[config.mk]
export PLATFORM = sky130hd
export DESIGN_NAME = pat_core
export DESIGN_NICKNAME = d
export VERILOG_FILES = /design/src/hdl/pat_pkg.sv /design/src/hdl/pat_core.sv /design/src/hdl/pat_decode.sv /design/src/hdl/pat_execute.sv /design/src/hdl/pat_regfile.sv /design/src/hdl/pat_result.sv
export SDC_FILE = /design/constraint.sdc
export NUM_CORES = 1
export LEC_CHECK = 0
export BUFFER_PORTS_ARGS = -buffer_cell sky130_fd_sc_hd__buf_2
export CAP_MARGIN = 20
export CORE_ASPECT_RATIO = 0.75
export CORE_UTILIZATION = 35
export CTS_CLUSTER_SIZE = 12
export DETAILED_ROUTE_END_ITERATION = 6
export PLACE_DENSITY = 0.48
export SETUP_SLACK_MARGIN = 0.5
export SLEW_MARGIN = 20
export SYNTH_ARGS = -nofsm -noshare
export SYNTH_HDL_FRONTEND = slang
export SYNTH_HIERARCHICAL = 1
export SYNTH_SLANG_ARGS = --single-unit
[constraint.sdc]
create_clock -name clk -period 3.5 [get_ports clk]
set_clock_uncertainty 0.1 [all_clocks]
set_input_delay 0 -clock clk [delete_from_list [all_inputs] [get_ports clk]]
set_output_delay 0 -clock clk [all_outputs]
set_load 0.03 [all_outputs]
[src/hdl/pat_pkg.sv]
package pat_pkg;

	// ========================================
	// widths
	// ========================================
	localparam int DATA_W = 8;
	localparam int REG_ADR_W = 3;
	localparam int N_IN_PORTS = 3;

	typedef logic [DATA_W-1:0] data_t;

	// ========================================
	// opcode spaces
	// ========================================
	typedef enum logic [3:0] {
		I8_ORI = 4'h0,
		I8_ORR = 4'h1,
		I8_ANDI = 4'h2,
		I8_ANDR = 4'h3,
		I8_ADDI = 4'h4,
		I8_ADDR = 4'h5,
		I8_SUBI = 4'h6,
		I8_SUBR = 4'h7,
		I8_LDI = 4'h8,
		I8_PREFIX_I3 = 4'hF // escape into i3 space
	} opcode_i8_e;

	typedef enum logic [3:0] {
		I3_SHLZI = 4'h0,
		I3_SHLZR = 4'h1,
		I3_SHLOI = 4'h2,
		I3_SHLOR = 4'h3,
		I3_SHRZI = 4'h4,
		I3_SHRZR = 4'h5,
		I3_SHROI = 4'h6,
		I3_SHROR = 4'h7,
		I3_IN = 4'h8,
		I3_OUT = 4'hB,
		I3_PREFIX_I0 = 4'hF // escape into i0 space
	} opcode_i3_e;

	typedef enum logic [3:0] {
		I0_NOT = 4'h0,
		I0_TEST = 4'h2,
		I0_NOP = 4'h5
	} opcode_i0_e;

	typedef enum logic [1:0] {
		COND_Z = 2'd0,
		COND_NZ = 2'd1,
		COND_N = 2'd2,
		COND_AL = 2'd3
	} cond_e;

	typedef enum logic [3:0] {
		ALU_OR, ALU_AND, ALU_ADD, ALU_SUB, ALU_NOT, ALU_PASS_B,
		ALU_SHLZ, ALU_SHLO, ALU_SHRZ, ALU_SHRO
	} alu_op_e;

	// what a result does when it commits
	typedef enum logic [1:0] {
		COMMIT_NONE, COMMIT_REG, COMMIT_OUT, COMMIT_FLAGS
	} commit_e;

	// 23-bit instruction word
	typedef struct packed {
		logic [REG_ADR_W-1:0] rn;    // 22..20
		logic [4:0] rsvd_fieldp;     // 19..15, ignored
		cond_e cond;                 // 14..13
		logic rsvd_field_op;         // 12, ignored
		logic [3:0] opcode_i8;       // 11..8
		logic [7:0] imm8;            // i3 opcode in 7..4, i0 opcode in 3..0
	} instr_t;

	// decode -> execute
	typedef struct packed {
		alu_op_e alu_op;
		data_t a;
		data_t b;
		logic [REG_ADR_W-1:0] rn;
		cond_e cond;
		commit_e kind;
	} dec_t;

	// execute -> result
	typedef struct packed {
		data_t y;
		logic [REG_ADR_W-1:0] rn;
		cond_e cond;
		commit_e kind;
	} res_t;

endpackage

[src/hdl/pat_core.sv]
`timescale 1ns/100ps

module pat_core (
	input logic clk,
	input logic reset,
	input logic i_instr_valid,
	input pat_pkg::instr_t i_instr,
	input pat_pkg::data_t i_in_data [pat_pkg::N_IN_PORTS],
	input logic i_out_ready,
	output logic o_instr_ready,
	output logic o_out_valid,
	output pat_pkg::data_t o_out_data
);
	import pat_pkg::*;

	logic [REG_ADR_W-1:0] rd_adr_a, rd_adr_b;
	data_t rd_data_a, rd_data_b;
	logic dec_valid, exe_ready;
	dec_t dec;
	logic exe_valid, res_accept;
	res_t res;
	logic [REG_ADR_W-1:0] pend_rn;
	commit_e pend_kind;
	logic wr_en;
	logic [REG_ADR_W-1:0] wr_adr;
	data_t wr_data;

	pat_decode u_decode (
		.clk(clk), .reset(reset),
		.i_instr_valid(i_instr_valid), .i_instr(i_instr), .i_in_data(i_in_data),
		.i_rd_data_a(rd_data_a), .i_rd_data_b(rd_data_b),
		.i_exe_ready(exe_ready), .i_exe_pend_rn(pend_rn), .i_exe_pend_kind(pend_kind),
		.o_instr_ready(o_instr_ready), .o_rd_adr_a(rd_adr_a), .o_rd_adr_b(rd_adr_b),
		.o_dec_valid(dec_valid), .o_dec(dec)
	);

	pat_execute u_execute (
		.clk(clk), .reset(reset),
		.i_dec_valid(dec_valid), .i_dec(dec), .i_res_accept(res_accept),
		.o_exe_ready(exe_ready), .o_exe_valid(exe_valid), .o_res(res),
		.o_pend_rn(pend_rn), .o_pend_kind(pend_kind)
	);

	pat_result u_result (
		.clk(clk), .reset(reset),
		.i_exe_valid(exe_valid), .i_res(res), .i_out_ready(i_out_ready),
		.o_res_accept(res_accept), .o_wr_en(wr_en), .o_wr_adr(wr_adr),
		.o_wr_data(wr_data), .o_out_valid(o_out_valid), .o_out_data(o_out_data)
	);

	pat_regfile u_regfile (
		.clk(clk), .reset(reset),
		.i_rd_adr_a(rd_adr_a), .i_rd_adr_b(rd_adr_b),
		.i_wr_en(wr_en), .i_wr_adr(wr_adr), .i_wr_data(wr_data),
		.o_rd_data_a(rd_data_a), .o_rd_data_b(rd_data_b)
	);

endmodule

[src/hdl/pat_decode.sv]
`timescale 1ns/100ps

module pat_decode (
	input logic clk,
	input logic reset,
	input logic i_instr_valid,
	input pat_pkg::instr_t i_instr,
	input pat_pkg::data_t i_in_data [pat_pkg::N_IN_PORTS],
	input pat_pkg::data_t i_rd_data_a,
	input pat_pkg::data_t i_rd_data_b,
	input logic i_exe_ready,
	input logic [pat_pkg::REG_ADR_W-1:0] i_exe_pend_rn,
	input pat_pkg::commit_e i_exe_pend_kind,
	output logic o_instr_ready,
	output logic [pat_pkg::REG_ADR_W-1:0] o_rd_adr_a,
	output logic [pat_pkg::REG_ADR_W-1:0] o_rd_adr_b,
	output logic o_dec_valid,
	output pat_pkg::dec_t o_dec
);
	import pat_pkg::*;

	logic [3:0] op_i3, op_i0;
	logic [2:0] imm3;
	logic is_i8, is_i3;
	alu_op_e alu_op;
	commit_e kind;
	logic uses_a, uses_b;
	logic dec_hit, exe_hit, hazard;
	data_t in_sel, opnd_b;

	assign op_i3 = i_instr.imm8[7:4];
	assign op_i0 = i_instr.imm8[3:0];
	assign imm3 = i_instr.imm8[2:0];

	// class from the two prefixes, i0 is what remains
	assign is_i8 = (i_instr.opcode_i8 != I8_PREFIX_I3);
	assign is_i3 = !is_i8 && (op_i3 != I3_PREFIX_I0);

	// ========================================
	// opcode mapping
	// ========================================
	always_comb
	begin
		alu_op = ALU_OR;
		kind = COMMIT_REG;
		if (is_i8)
		begin
			case (i_instr.opcode_i8)
				I8_ORI, I8_ORR: alu_op = ALU_OR;
				I8_ANDI, I8_ANDR: alu_op = ALU_AND;
				I8_ADDI, I8_ADDR: alu_op = ALU_ADD;
				I8_SUBI, I8_SUBR: alu_op = ALU_SUB;
				I8_LDI: alu_op = ALU_PASS_B;
				default: kind = COMMIT_NONE; // dropped ops act as nop
			endcase
		end
		else if (is_i3)
		begin
			case (op_i3)
				I3_SHLZI, I3_SHLZR: alu_op = ALU_SHLZ;
				I3_SHLOI, I3_SHLOR: alu_op = ALU_SHLO;
				I3_SHRZI, I3_SHRZR: alu_op = ALU_SHRZ;
				I3_SHROI, I3_SHROR: alu_op = ALU_SHRO;
				I3_IN: alu_op = ALU_PASS_B;
				I3_OUT: kind = COMMIT_OUT;
				default: kind = COMMIT_NONE;
			endcase
		end
		else
		begin
			case (op_i0)
				I0_NOT: alu_op = ALU_NOT;
				I0_TEST: kind = COMMIT_FLAGS;
				default: kind = COMMIT_NONE; // includes nop
			endcase
		end
	end

	// register forms have an odd opcode, i3 only below IN
	assign uses_b = (kind == COMMIT_REG) &&
		(is_i8 ? i_instr.opcode_i8[0] : (is_i3 && !op_i3[3] && op_i3[0]));
	assign uses_a = (kind != COMMIT_NONE) && (alu_op != ALU_PASS_B);

	// one-hot port select
	always_comb
	begin
		case (imm3)
			3'b010: in_sel = i_in_data[1];
			3'b100: in_sel = i_in_data[2];
			default: in_sel = i_in_data[0];
		endcase
	end

	always_comb
	begin
		if (is_i3 && op_i3 == I3_IN)
			opnd_b = in_sel;
		else if (uses_b)
			opnd_b = i_rd_data_b;
		else if (is_i8)
			opnd_b = i_instr.imm8;
		else
			opnd_b = {5'b0, imm3};
	end

	assign o_rd_adr_a = i_instr.rn;
	assign o_rd_adr_b = imm3;

	// ========================================
	// hazards and handshake
	// ========================================
	assign dec_hit = o_dec_valid && (o_dec.kind == COMMIT_REG);
	assign exe_hit = (i_exe_pend_kind == COMMIT_REG);
	assign hazard = (uses_a && ((dec_hit && o_dec.rn == i_instr.rn) ||
		(exe_hit && i_exe_pend_rn == i_instr.rn))) ||
		(uses_b && ((dec_hit && o_dec.rn == imm3) || (exe_hit && i_exe_pend_rn == imm3)));

	assign o_instr_ready = (!o_dec_valid || i_exe_ready) && !hazard;

	always_ff @(posedge clk or posedge reset)
	begin
		if (reset)
			o_dec_valid <= 1'b0;
		else if (i_instr_valid && o_instr_ready)
			o_dec_valid <= 1'b1;
		else if (i_exe_ready)
			o_dec_valid <= 1'b0; // moved on to execute
	end

	always_ff @(posedge clk)
	begin
		if (i_instr_valid && o_instr_ready)
		begin
			o_dec.alu_op <= alu_op;
			o_dec.a <= (alu_op == ALU_PASS_B) ? '0 : i_rd_data_a; // ldi ors into zero
			o_dec.b <= opnd_b;
			o_dec.rn <= i_instr.rn;
			o_dec.cond <= i_instr.cond;
			o_dec.kind <= kind;
		end
	end

endmodule

[src/hdl/pat_execute.sv]
`timescale 1ns/100ps

module pat_execute (
	input logic clk,
	input logic reset,
	input logic i_dec_valid,
	input pat_pkg::dec_t i_dec,
	input logic i_res_accept,
	output logic o_exe_ready,
	output logic o_exe_valid,
	output pat_pkg::res_t o_res,
	output logic [pat_pkg::REG_ADR_W-1:0] o_pend_rn,
	output pat_pkg::commit_e o_pend_kind
);
	import pat_pkg::*;

	logic [2:0] sh_amt;
	data_t alu_y;
	data_t y_next;

	// shifts move by 1 to 4 places
	assign sh_amt = {1'b0, i_dec.b[1:0]} + 3'd1;

	// ========================================
	// alu
	// ========================================
	always_comb
	begin
		case (i_dec.alu_op)
			ALU_OR: alu_y = i_dec.a | i_dec.b;
			ALU_AND: alu_y = i_dec.a & i_dec.b;
			ALU_ADD: alu_y = i_dec.a + i_dec.b; // wraps at 8 bits
			ALU_SUB: alu_y = i_dec.a - i_dec.b;
			ALU_NOT: alu_y = ~i_dec.a;
			ALU_PASS_B: alu_y = i_dec.b;
			ALU_SHLZ: alu_y = i_dec.a << sh_amt;
			ALU_SHLO: alu_y = ~((~i_dec.a) << sh_amt); // ones shifted in at bit 0
			ALU_SHRZ: alu_y = i_dec.a >> sh_amt;
			ALU_SHRO: alu_y = ~((~i_dec.a) >> sh_amt);
			default: alu_y = i_dec.a;
		endcase
	end

	// out and test carry operand a straight through
	assign y_next = (i_dec.kind == COMMIT_OUT || i_dec.kind == COMMIT_FLAGS) ?
		i_dec.a : alu_y;

	// ========================================
	// execute register
	// ========================================
	assign o_exe_ready = !o_exe_valid || i_res_accept;

	always_ff @(posedge clk or posedge reset)
	begin
		if (reset)
			o_exe_valid <= 1'b0;
		else if (o_exe_ready)
			o_exe_valid <= i_dec_valid;
	end

	always_ff @(posedge clk)
	begin
		if (i_dec_valid && o_exe_ready)
		begin
			o_res.y <= y_next;
			o_res.rn <= i_dec.rn;
			o_res.cond <= i_dec.cond;
			o_res.kind <= i_dec.kind;
		end
	end

	// pending write seen by decode
	assign o_pend_rn = o_res.rn;
	assign o_pend_kind = o_exe_valid ? o_res.kind : COMMIT_NONE;

endmodule

[src/hdl/pat_regfile.sv]
`timescale 1ns/100ps

module pat_regfile (
	input logic clk,
	input logic reset,
	input logic [pat_pkg::REG_ADR_W-1:0] i_rd_adr_a,
	input logic [pat_pkg::REG_ADR_W-1:0] i_rd_adr_b,
	input logic i_wr_en,
	input logic [pat_pkg::REG_ADR_W-1:0] i_wr_adr,
	input pat_pkg::data_t i_wr_data,
	output pat_pkg::data_t o_rd_data_a,
	output pat_pkg::data_t o_rd_data_b
);
	import pat_pkg::*;

	data_t regs [2**REG_ADR_W];

	// combinational reads return the stored value, no bypass
	assign o_rd_data_a = regs[i_rd_adr_a];
	assign o_rd_data_b = regs[i_rd_adr_b];

	always_ff @(posedge clk or posedge reset)
	begin
		if (reset)
		begin
			for (int i = 0; i < 2**REG_ADR_W; i++)
			begin
				regs[i] <= '0;
			end
		end
		else if (i_wr_en)
		begin
			regs[i_wr_adr] <= i_wr_data;
		end
	end

endmodule

[src/hdl/pat_result.sv]
`timescale 1ns/100ps

module pat_result (
	input logic clk,
	input logic reset,
	input logic i_exe_valid,
	input pat_pkg::res_t i_res,
	input logic i_out_ready,
	output logic o_res_accept,
	output logic o_wr_en,
	output logic [pat_pkg::REG_ADR_W-1:0] o_wr_adr,
	output pat_pkg::data_t o_wr_data,
	output logic o_out_valid,
	output pat_pkg::data_t o_out_data
);
	import pat_pkg::*;

	logic flag_z, flag_n;
	logic cond_pass;
	logic commit;

	// ========================================
	// condition check
	// ========================================
	always_comb
	begin
		case (i_res.cond)
			COND_Z: cond_pass = flag_z;
			COND_NZ: cond_pass = !flag_z;
			COND_N: cond_pass = flag_n;
			default: cond_pass = 1'b1;
		endcase
	end

	// a passing out waits while the port still holds data
	assign o_res_accept = !(i_exe_valid && i_res.kind == COMMIT_OUT && cond_pass &&
		o_out_valid && !i_out_ready);

	// skipped items still leave, they just do nothing
	assign commit = i_exe_valid && o_res_accept && cond_pass;

	assign o_wr_en = commit && (i_res.kind == COMMIT_REG);
	assign o_wr_adr = i_res.rn;
	assign o_wr_data = i_res.y;

	always_ff @(posedge clk or posedge reset)
	begin
		if (reset)
		begin
			flag_z <= 1'b1;
			flag_n <= 1'b0;
		end
		else if (commit && i_res.kind == COMMIT_FLAGS)
		begin
			flag_z <= (i_res.y == '0);
			flag_n <= i_res.y[DATA_W-1];
		end
	end

	// output port register
	always_ff @(posedge clk or posedge reset)
	begin
		if (reset)
		begin
			o_out_valid <= 1'b0;
			o_out_data <= '0;
		end
		else if (commit && i_res.kind == COMMIT_OUT)
		begin
			o_out_valid <= 1'b1;
			o_out_data <= i_res.y;
		end
		else if (i_out_ready)
			o_out_valid <= 1'b0;
	end

endmodule

## Word level (Yosys, flattened, before mapping)

Index checks and enable logic that the tools add are counted.

- Bits in registers: 119
- Input bits: 51
- Output and inout port bits: 10
- Word-level logic and storage cells: 180

- Add/subtract/negate cells: 3
- $lt $le $gt $ge: 4
- Eq/ne operators: 47
- Shift operators: 4
- Multiplexer cells: 32
- Bitwise logic cells: 8
- Reductions and logical operators: 58

Operators with widths:

| cell | count |
|---|---|
| case mux 8 bit (10 select lines) | 1 |
| 2-to-1 mux 8 bit | 9 |
| bitwise mux 64 bit | 1 |
| equality test 4 x 3 -> 1 bit (second input constant) | 13 |
| binary-select mux 8 bit (select 3 bit) | 2 |
| equality test 4 x 2 -> 1 bit (second input constant) | 7 |
| logical AND 1 bit | 26 |
| demux 8 bit (select 3 bit) | 1 |
| NOT 8 bit | 3 |
| equality test 4 bit (second input constant) | 5 |
| case mux 4 bit (5 select lines) | 1 |
| OR reduction 9 bit | 2 |
| logical NOT 4 bit | 4 |
| case mux 8 bit (2 select lines) | 1 |
| << shifter 8 x 3 -> 8 bit | 2 |
| right shift 8 x 3 -> 8 bit | 2 |
| OR reduction 2 bit | 7 |
| equality test 3 bit | 4 |
| equality test 4 x 1 -> 1 bit (second input constant) | 3 |
| greater-or-equal comparator 4 bit (second input constant) | 3 |
| NOT 3 -> 4 bit | 3 |
| case mux 3 bit (4 select lines) | 1 |
| equality test 2 x 1 -> 1 bit (second input constant) | 5 |
| equality test 2 bit (second input constant) | 5 |
| other kinds (21) | 45 |

## Logic depth before layout (Yosys ltp)

- Word-level depth: 13
- Mapped depth: 13
- Gate-level depth less buffers: 12

## Hierarchy

The synthesis kept the hierarchy.

Modules (own cells, without submodules):

| module | times used | cells an instance | area each (um2) | sequential area each (um2) |
|---|---|---|---|---|
| pat_regfile | 1 | 202 | 3,564.7 | 1,601.5 |
| pat_execute | 1 | 244 | 2,122.0 | 475.5 |
| pat_decode | 1 | 152 | 1,762.9 | 835.8 |
| pat_result | 1 | 49 | 580.6 | 276.5 |

## Worst setup path before layout

No wires, ideal clock.

- Path kind: reg-to-reg
- Start point: reg u_result.flag_z
- End point: reg u_decode/o_dec[0] in the netlist's numbering (enable)
- Library setup time: 0.407 ns
- Arrival time: 2.408 ns
- Data required time: 2.993 ns
- Setup slack: 0.585 ns
- Stages on the path, launching flop included: 8
- Buffers on the path: 0
- Period minus slack after synthesis: 2.915 ns
- Cell sequence: dfstp_2 -> xor2_1 -> o221ai_2 -> nor2_1 -> nand2_1 -> nand2b_1 -> o21ai_0 -> nor3b_2

- Longest elaborated chain between the ends: 10

Ends and longest elaborated chain:

| item | line | source |
|---|---|---|
| from (decl) | pat_result.sv:18 | `logic flag_z, flag_n;` |
| from (signal assigned) | pat_result.sv:55 | `flag_z <= (i_res.y == '0);` |
| logical NOT 1 bit | pat_result.sv:29 | `COND_NZ: cond_pass = !flag_z;` |
| case mux 1 bit (3 select lines) * | pat_result.sv:27 | `case (i_res.cond)` |
| logical AND 1 bit * (2 in series) | pat_result.sv:36 | `assign o_res_accept = !(i_exe_valid && i_res.kind == COMMIT_OUT && cond_pass &&` |
| logical AND 1 bit * | pat_result.sv:37 | `o_out_valid && !i_out_ready);` |
| logical NOT 1 bit * | pat_result.sv:36 |  |
| named net res_accept | pat_core.sv:20 | `logic exe_valid, res_accept;` |
| logical OR 1 bit * | pat_execute.sv:51 | `assign o_exe_ready = !o_exe_valid \|\| i_res_accept;` |
| named net exe_ready | pat_core.sv:18 | `logic dec_valid, exe_ready;` |
| logical OR 1 bit * | pat_decode.sv:118 | `assign o_instr_ready = (!o_dec_valid \|\| i_exe_ready) && !hazard;` |
| logical AND 1 bit * | pat_decode.sv:118 |  |
| logical AND 1 bit * | pat_decode.sv:132 | `if (i_instr_valid && o_instr_ready)` |
| to (decl) | pat_decode.sv:18 | `output pat_pkg::dec_t o_dec` |

The timed path passes the listed nets; every way through them passes the cells marked *.
A chain may end at the register's enable or synchronous reset.

## Worst setup path in the final report

- Start point: reg u_decode/o_dec[25] in the netlist's numbering
- End point: reg u_execute/o_res[10] in the netlist's numbering, data pin

- Longest elaborated chain between the ends: 3
- Elaborated cells between the ends (all ways): 12
- Classes of those cells: eq/ne: 9; mux: 2; reduce/logical: 1

Ends and longest elaborated chain:

| item | line | source |
|---|---|---|
| equality test 4 bit (tied with other cells) | pat_execute.sv:29 | `case (i_dec.alu_op)` |
| case mux 8 bit (10 select lines) * | pat_execute.sv:29 |  |
| 2-to-1 mux 8 bit * | pat_execute.sv:45 | `assign y_next = (i_dec.kind == COMMIT_OUT \|\| i_dec.kind == COMMIT_FLAGS) ?` |
| named net u_execute.y_next[3] | pat_execute.sv:19 | `data_t y_next;` |
| to (decl) | pat_execute.sv:11 | `output pat_pkg::res_t o_res,` |

Marks and branches as above.

==> impl_metrics.tcl <==
set metrics [dict create \
    use_met3_pct 4.17 \
    gp_congestion 0.939 \
    max_freq_mhz 355 \
    ir_drop_mv 0.267 \
    endpoint_kind "flip-flop" \
    cap_violations 0 \
    power.leakage_nw 3.83 \
    busiest_layer "met1" \
    drt_iter0_markers 756 \
    portBuffers 54 \
    async_flop_share_pct 64.7 \
    met1_usage_pct 32.0 \
    grt_usage_pct 20.6 \
    finalSetupViolCount 0 \
    avgRoutedWirePerCell_um 23.6 \
    reg2reg_depth 9 \
    status "completed" \
    crit_required_ps 3540 \
    r2r_end "u_execute/o_res[10]$_DFFE_PP_" \
    die_y_um 133 \
    core_area_um2 22300 \
    worst_pin_slew_ps 942 \
    ctsLongestPathBuffers 2 \
    tritoncts "yes" \
    area.growth.synth_to_final_pct 14.5 \
    min_period_over_period_pct 80.5 \
    seq_area_frac_synth_pct 39.7 \
    clk_pin_slew_ps 60 \
    ys.flop_type "dfrtp_1" \
    crit_fanout 8 \
    io_pins 61 \
    vias_per_cell 5.87 \
    clk-insertion-delay-late_ps 410 \
    crit_type "reg -> reg" \
    dp_hpwl_um 16900 \
    slew_headroom_pct 37.1 \
    synth_top_area_cell "dfrtp_1" \
    place_ws_ps 655 \
    initial_core_util_pct 36.0 \
    reg2reg_from "u_decode/o_dec[25]$_DFFE_PP_" \
    crit_path_start "u_decode/o_dec[25]$_DFFE_PP_" \
    crit_arrival_ps 2860 \
    maxSlewViolCount 0 \
    cellPowerDensity_nw_per_um2 537 \
    syn_area_um2 8030 \
    syn_inst 647 \
    drc 0 \
    synth.avg_cell_area_um2 12.4 \
    crit_path_start_kind "flip-flop" \
    synth_top_cell_area_share_pct 23.7 \
    synth_edf_count 42 \
    fin_ws_ps 684 \
    die_w_um 177 \
    synth.distinct_cells 82 \
    final_antenna_net_count 0 \
    drt-total-wl_um 23800 \
    yosys_warnings 6 \
    nFillCells 2064 \
    min_period_ps 2820 \
    antenna_found_initial 0 \
    seq_area_um2 3190 \
    syn-num-nets 711 \
    via_count 5912 \
    worst-r2r-setup-slack_ps 680 \
    rsz0062_at_grt "true" \
    ys_ff_latch 119 \
    ctsHtreeMaxLevel 4 \
    grt_pass1_wl_um 35400 \
    final_nets 763 \
    finalHoldViolations 0 \
    die-area_um2 23600 \
    firstDrtPassIters 7 \
    setup_tns_ps 0 \
    drive_gt1_share_pct 35.5 \
    grt_pass1_vias 5717 \
    cts-buffers-inserted 17 \
    synth_area_leaders "dfrtp_1 24%, edfxtp_1 16%, mux2_2 13%" \
    multiInputGateArea_um2 4310 \
    hp-class "in -> reg" \
    grt_overflow 0 \
    cts-root-buf "clkbuf_16" \
    met2_usage_pct 29.0 \
    crit_path_end "u_execute/o_res[10]$_DFFE_PP_" \
    grt_max_degree 43 \
    rows 47 \
    cts.sinks 119 \
]
[placed cells by master, fill, tap and decap left out, types with 4 or more instances in the layout]
cell	n
inv_2	5
nand2b_1	8
buf_4	26
a31oi_1	6
nor4_1	9
clkbuf_16	18
nand2_1	20
inv_1	15
nor2_1	28
clkinv_4	5
ha_1	12
mux2i_1	11
mux4_1	30
o21ai_0	24
dfrtp_1	76
and2_1	5
xor2_1	14
edfxtp_1	42
nor2b_1	7
mux2_2	90
nor3_1	8
and2_2	8
a22oi_1	5
o21ai_1	4
o22ai_1	12
o32ai_1	4
nand4b_1	4
mux4_2	12
o22a_1	9
a21oi_1	17
xnor2_1	9
dlygate4sd3_1	20
buf_2	54
nand3_1	7
a211oi_1	12
[state kept, by name (all words and copies together), names as in the netlist]
name	cells
u_regfile/regs	64
u_execute/o_res	12
u_result/flag_z	1
u_decode/o_dec_valid	1
u_result/o_out_data	8
u_result/flag_n	1
u_result/o_out_valid	1
u_execute/o_pend_rn	3
u_decode/o_dec	27
u_execute/o_exe_valid	1
[worst min path at each step]
stage	from	to	slack (ps)	cells past startpoint
final	i_in_data[16]	u_decode/o_dec[7]$_DFFE_PP_	10	3
after global routing	i_instr[4]	u_decode/o_dec[11]$_DFFE_PP_	30	3
after CTS	i_in_data[16]	u_decode/o_dec[7]$_DFFE_PP_	6	3
after detailed placement	reset	u_decode/o_dec_valid$_DFFE_PP0P_	-210	2
after global placement	reset	u_decode/o_dec_valid$_DFFE_PP0P_	-210	2
after floorplan	reset	u_decode/o_dec_valid$_DFFE_PP0P_	-370	1
[synth_stat cells (4+ instances only)]
master	instances
mux2_2	90
dfrtp_1	76
edfxtp_1	42
mux4_1	30
nor2_1	28
buf_4	25
o21ai_0	24
buf_2	22
nand2_1	20
a21oi_1	17
inv_1	16
xor2_1	14
a211oi_1	12
ha_1	12
mux4_2	12
o22ai_1	12
buf_6	11
mux2i_1	11
nor4_1	9
o22a_1	9
xnor2_1	9
and2_2	8
nand2b_1	8
nor3_1	8
nand3_1	7
nor2b_1	7
a31oi_1	6
a22oi_1	5
and2_1	5
clkbuf_1	4
inv_2	4
nand4b_1	4
o21ai_1	4
o32ai_1	4
[layout make-up]
class	instances	area share (%)
multi-input cells	440	46.9
clock inverters	13	1.32
clock buffers	19	4.94
diodes	1	0.0272
flip-flops and latches	119	34.7
repair buffers	100	7.24
inverters	21	0.885
well taps	294	4.00
[kinds of logic after synthesis]
family / Yosys count / synth area share, %
muxes: 143 / 27.2
and+or+nand+nor: 134 / 10.3
AOI/OAI and AO/OA: 127 / 11.2
DFF: 119 / 39.7
buffers and inverters: 88 / 6.96
xor gates and xnor gates: 23 / 2.51
adders and majority gates: 13 / 2.12
[what timing repair did]
| action | in CTS | in global routing |
|---|---|---|
| setup buffers | 0 | 0 |
| hold endpoints to repair | 73 | 0 |
| gates resized for setup | 0 | 2 |
| hold buffers | 20 | 0 |
| endpoints found under the setup margin | 0 | 10 |
[stage by stage]
| stage | cells | cell area (um^2) | hold WS (ps) | total power, W | util, % |
|---|---|---|---|---|---|
| 3_3_place_gp | 954 | 8410 | -206 | 0.00319 | 37.7 |
| 3_5_place_dp | 954 | 8410 | -209 | 0.00322 | 37.7 |
| 5_1_grt | 1006 | 9190 | 33.9 | 0.00515 | 41.2 |
| 4_1_cts | 1006 | 9190 | 6.20 | 0.00495 | 41.2 |
| 2_1_floorplan | 647 | 8030 | -371 | 0.00287 | - |
| 6_report | 1007 | 9190 | 14.9 | 0.00494 | 41.3 |
[metal layers]
layer	vias up	wire length, um
li1	2593	-
met1	3014	11500
met2	274	10200
met3	31	1860
met4	0	286
met5	-	0
[critical path: stages, from the launching register on]
cell,delay (ps)
edfxtp_1,400
and4bb_2,460
nor2_1,80
xnor2_1,140
ha_1,340
a21oi_1,200
and2_1,200
xnor2_1,120
a221oi_1,370
o22ai_1,130
[power by group]
group          switching [W]  leakage, nW  internal, W
Clock               0.000681        0.275      0.00102
Combinational       0.000605         2.14     0.000641
Sequential          0.000257         1.42      0.00173
Power figures use the tool's default switching activity.
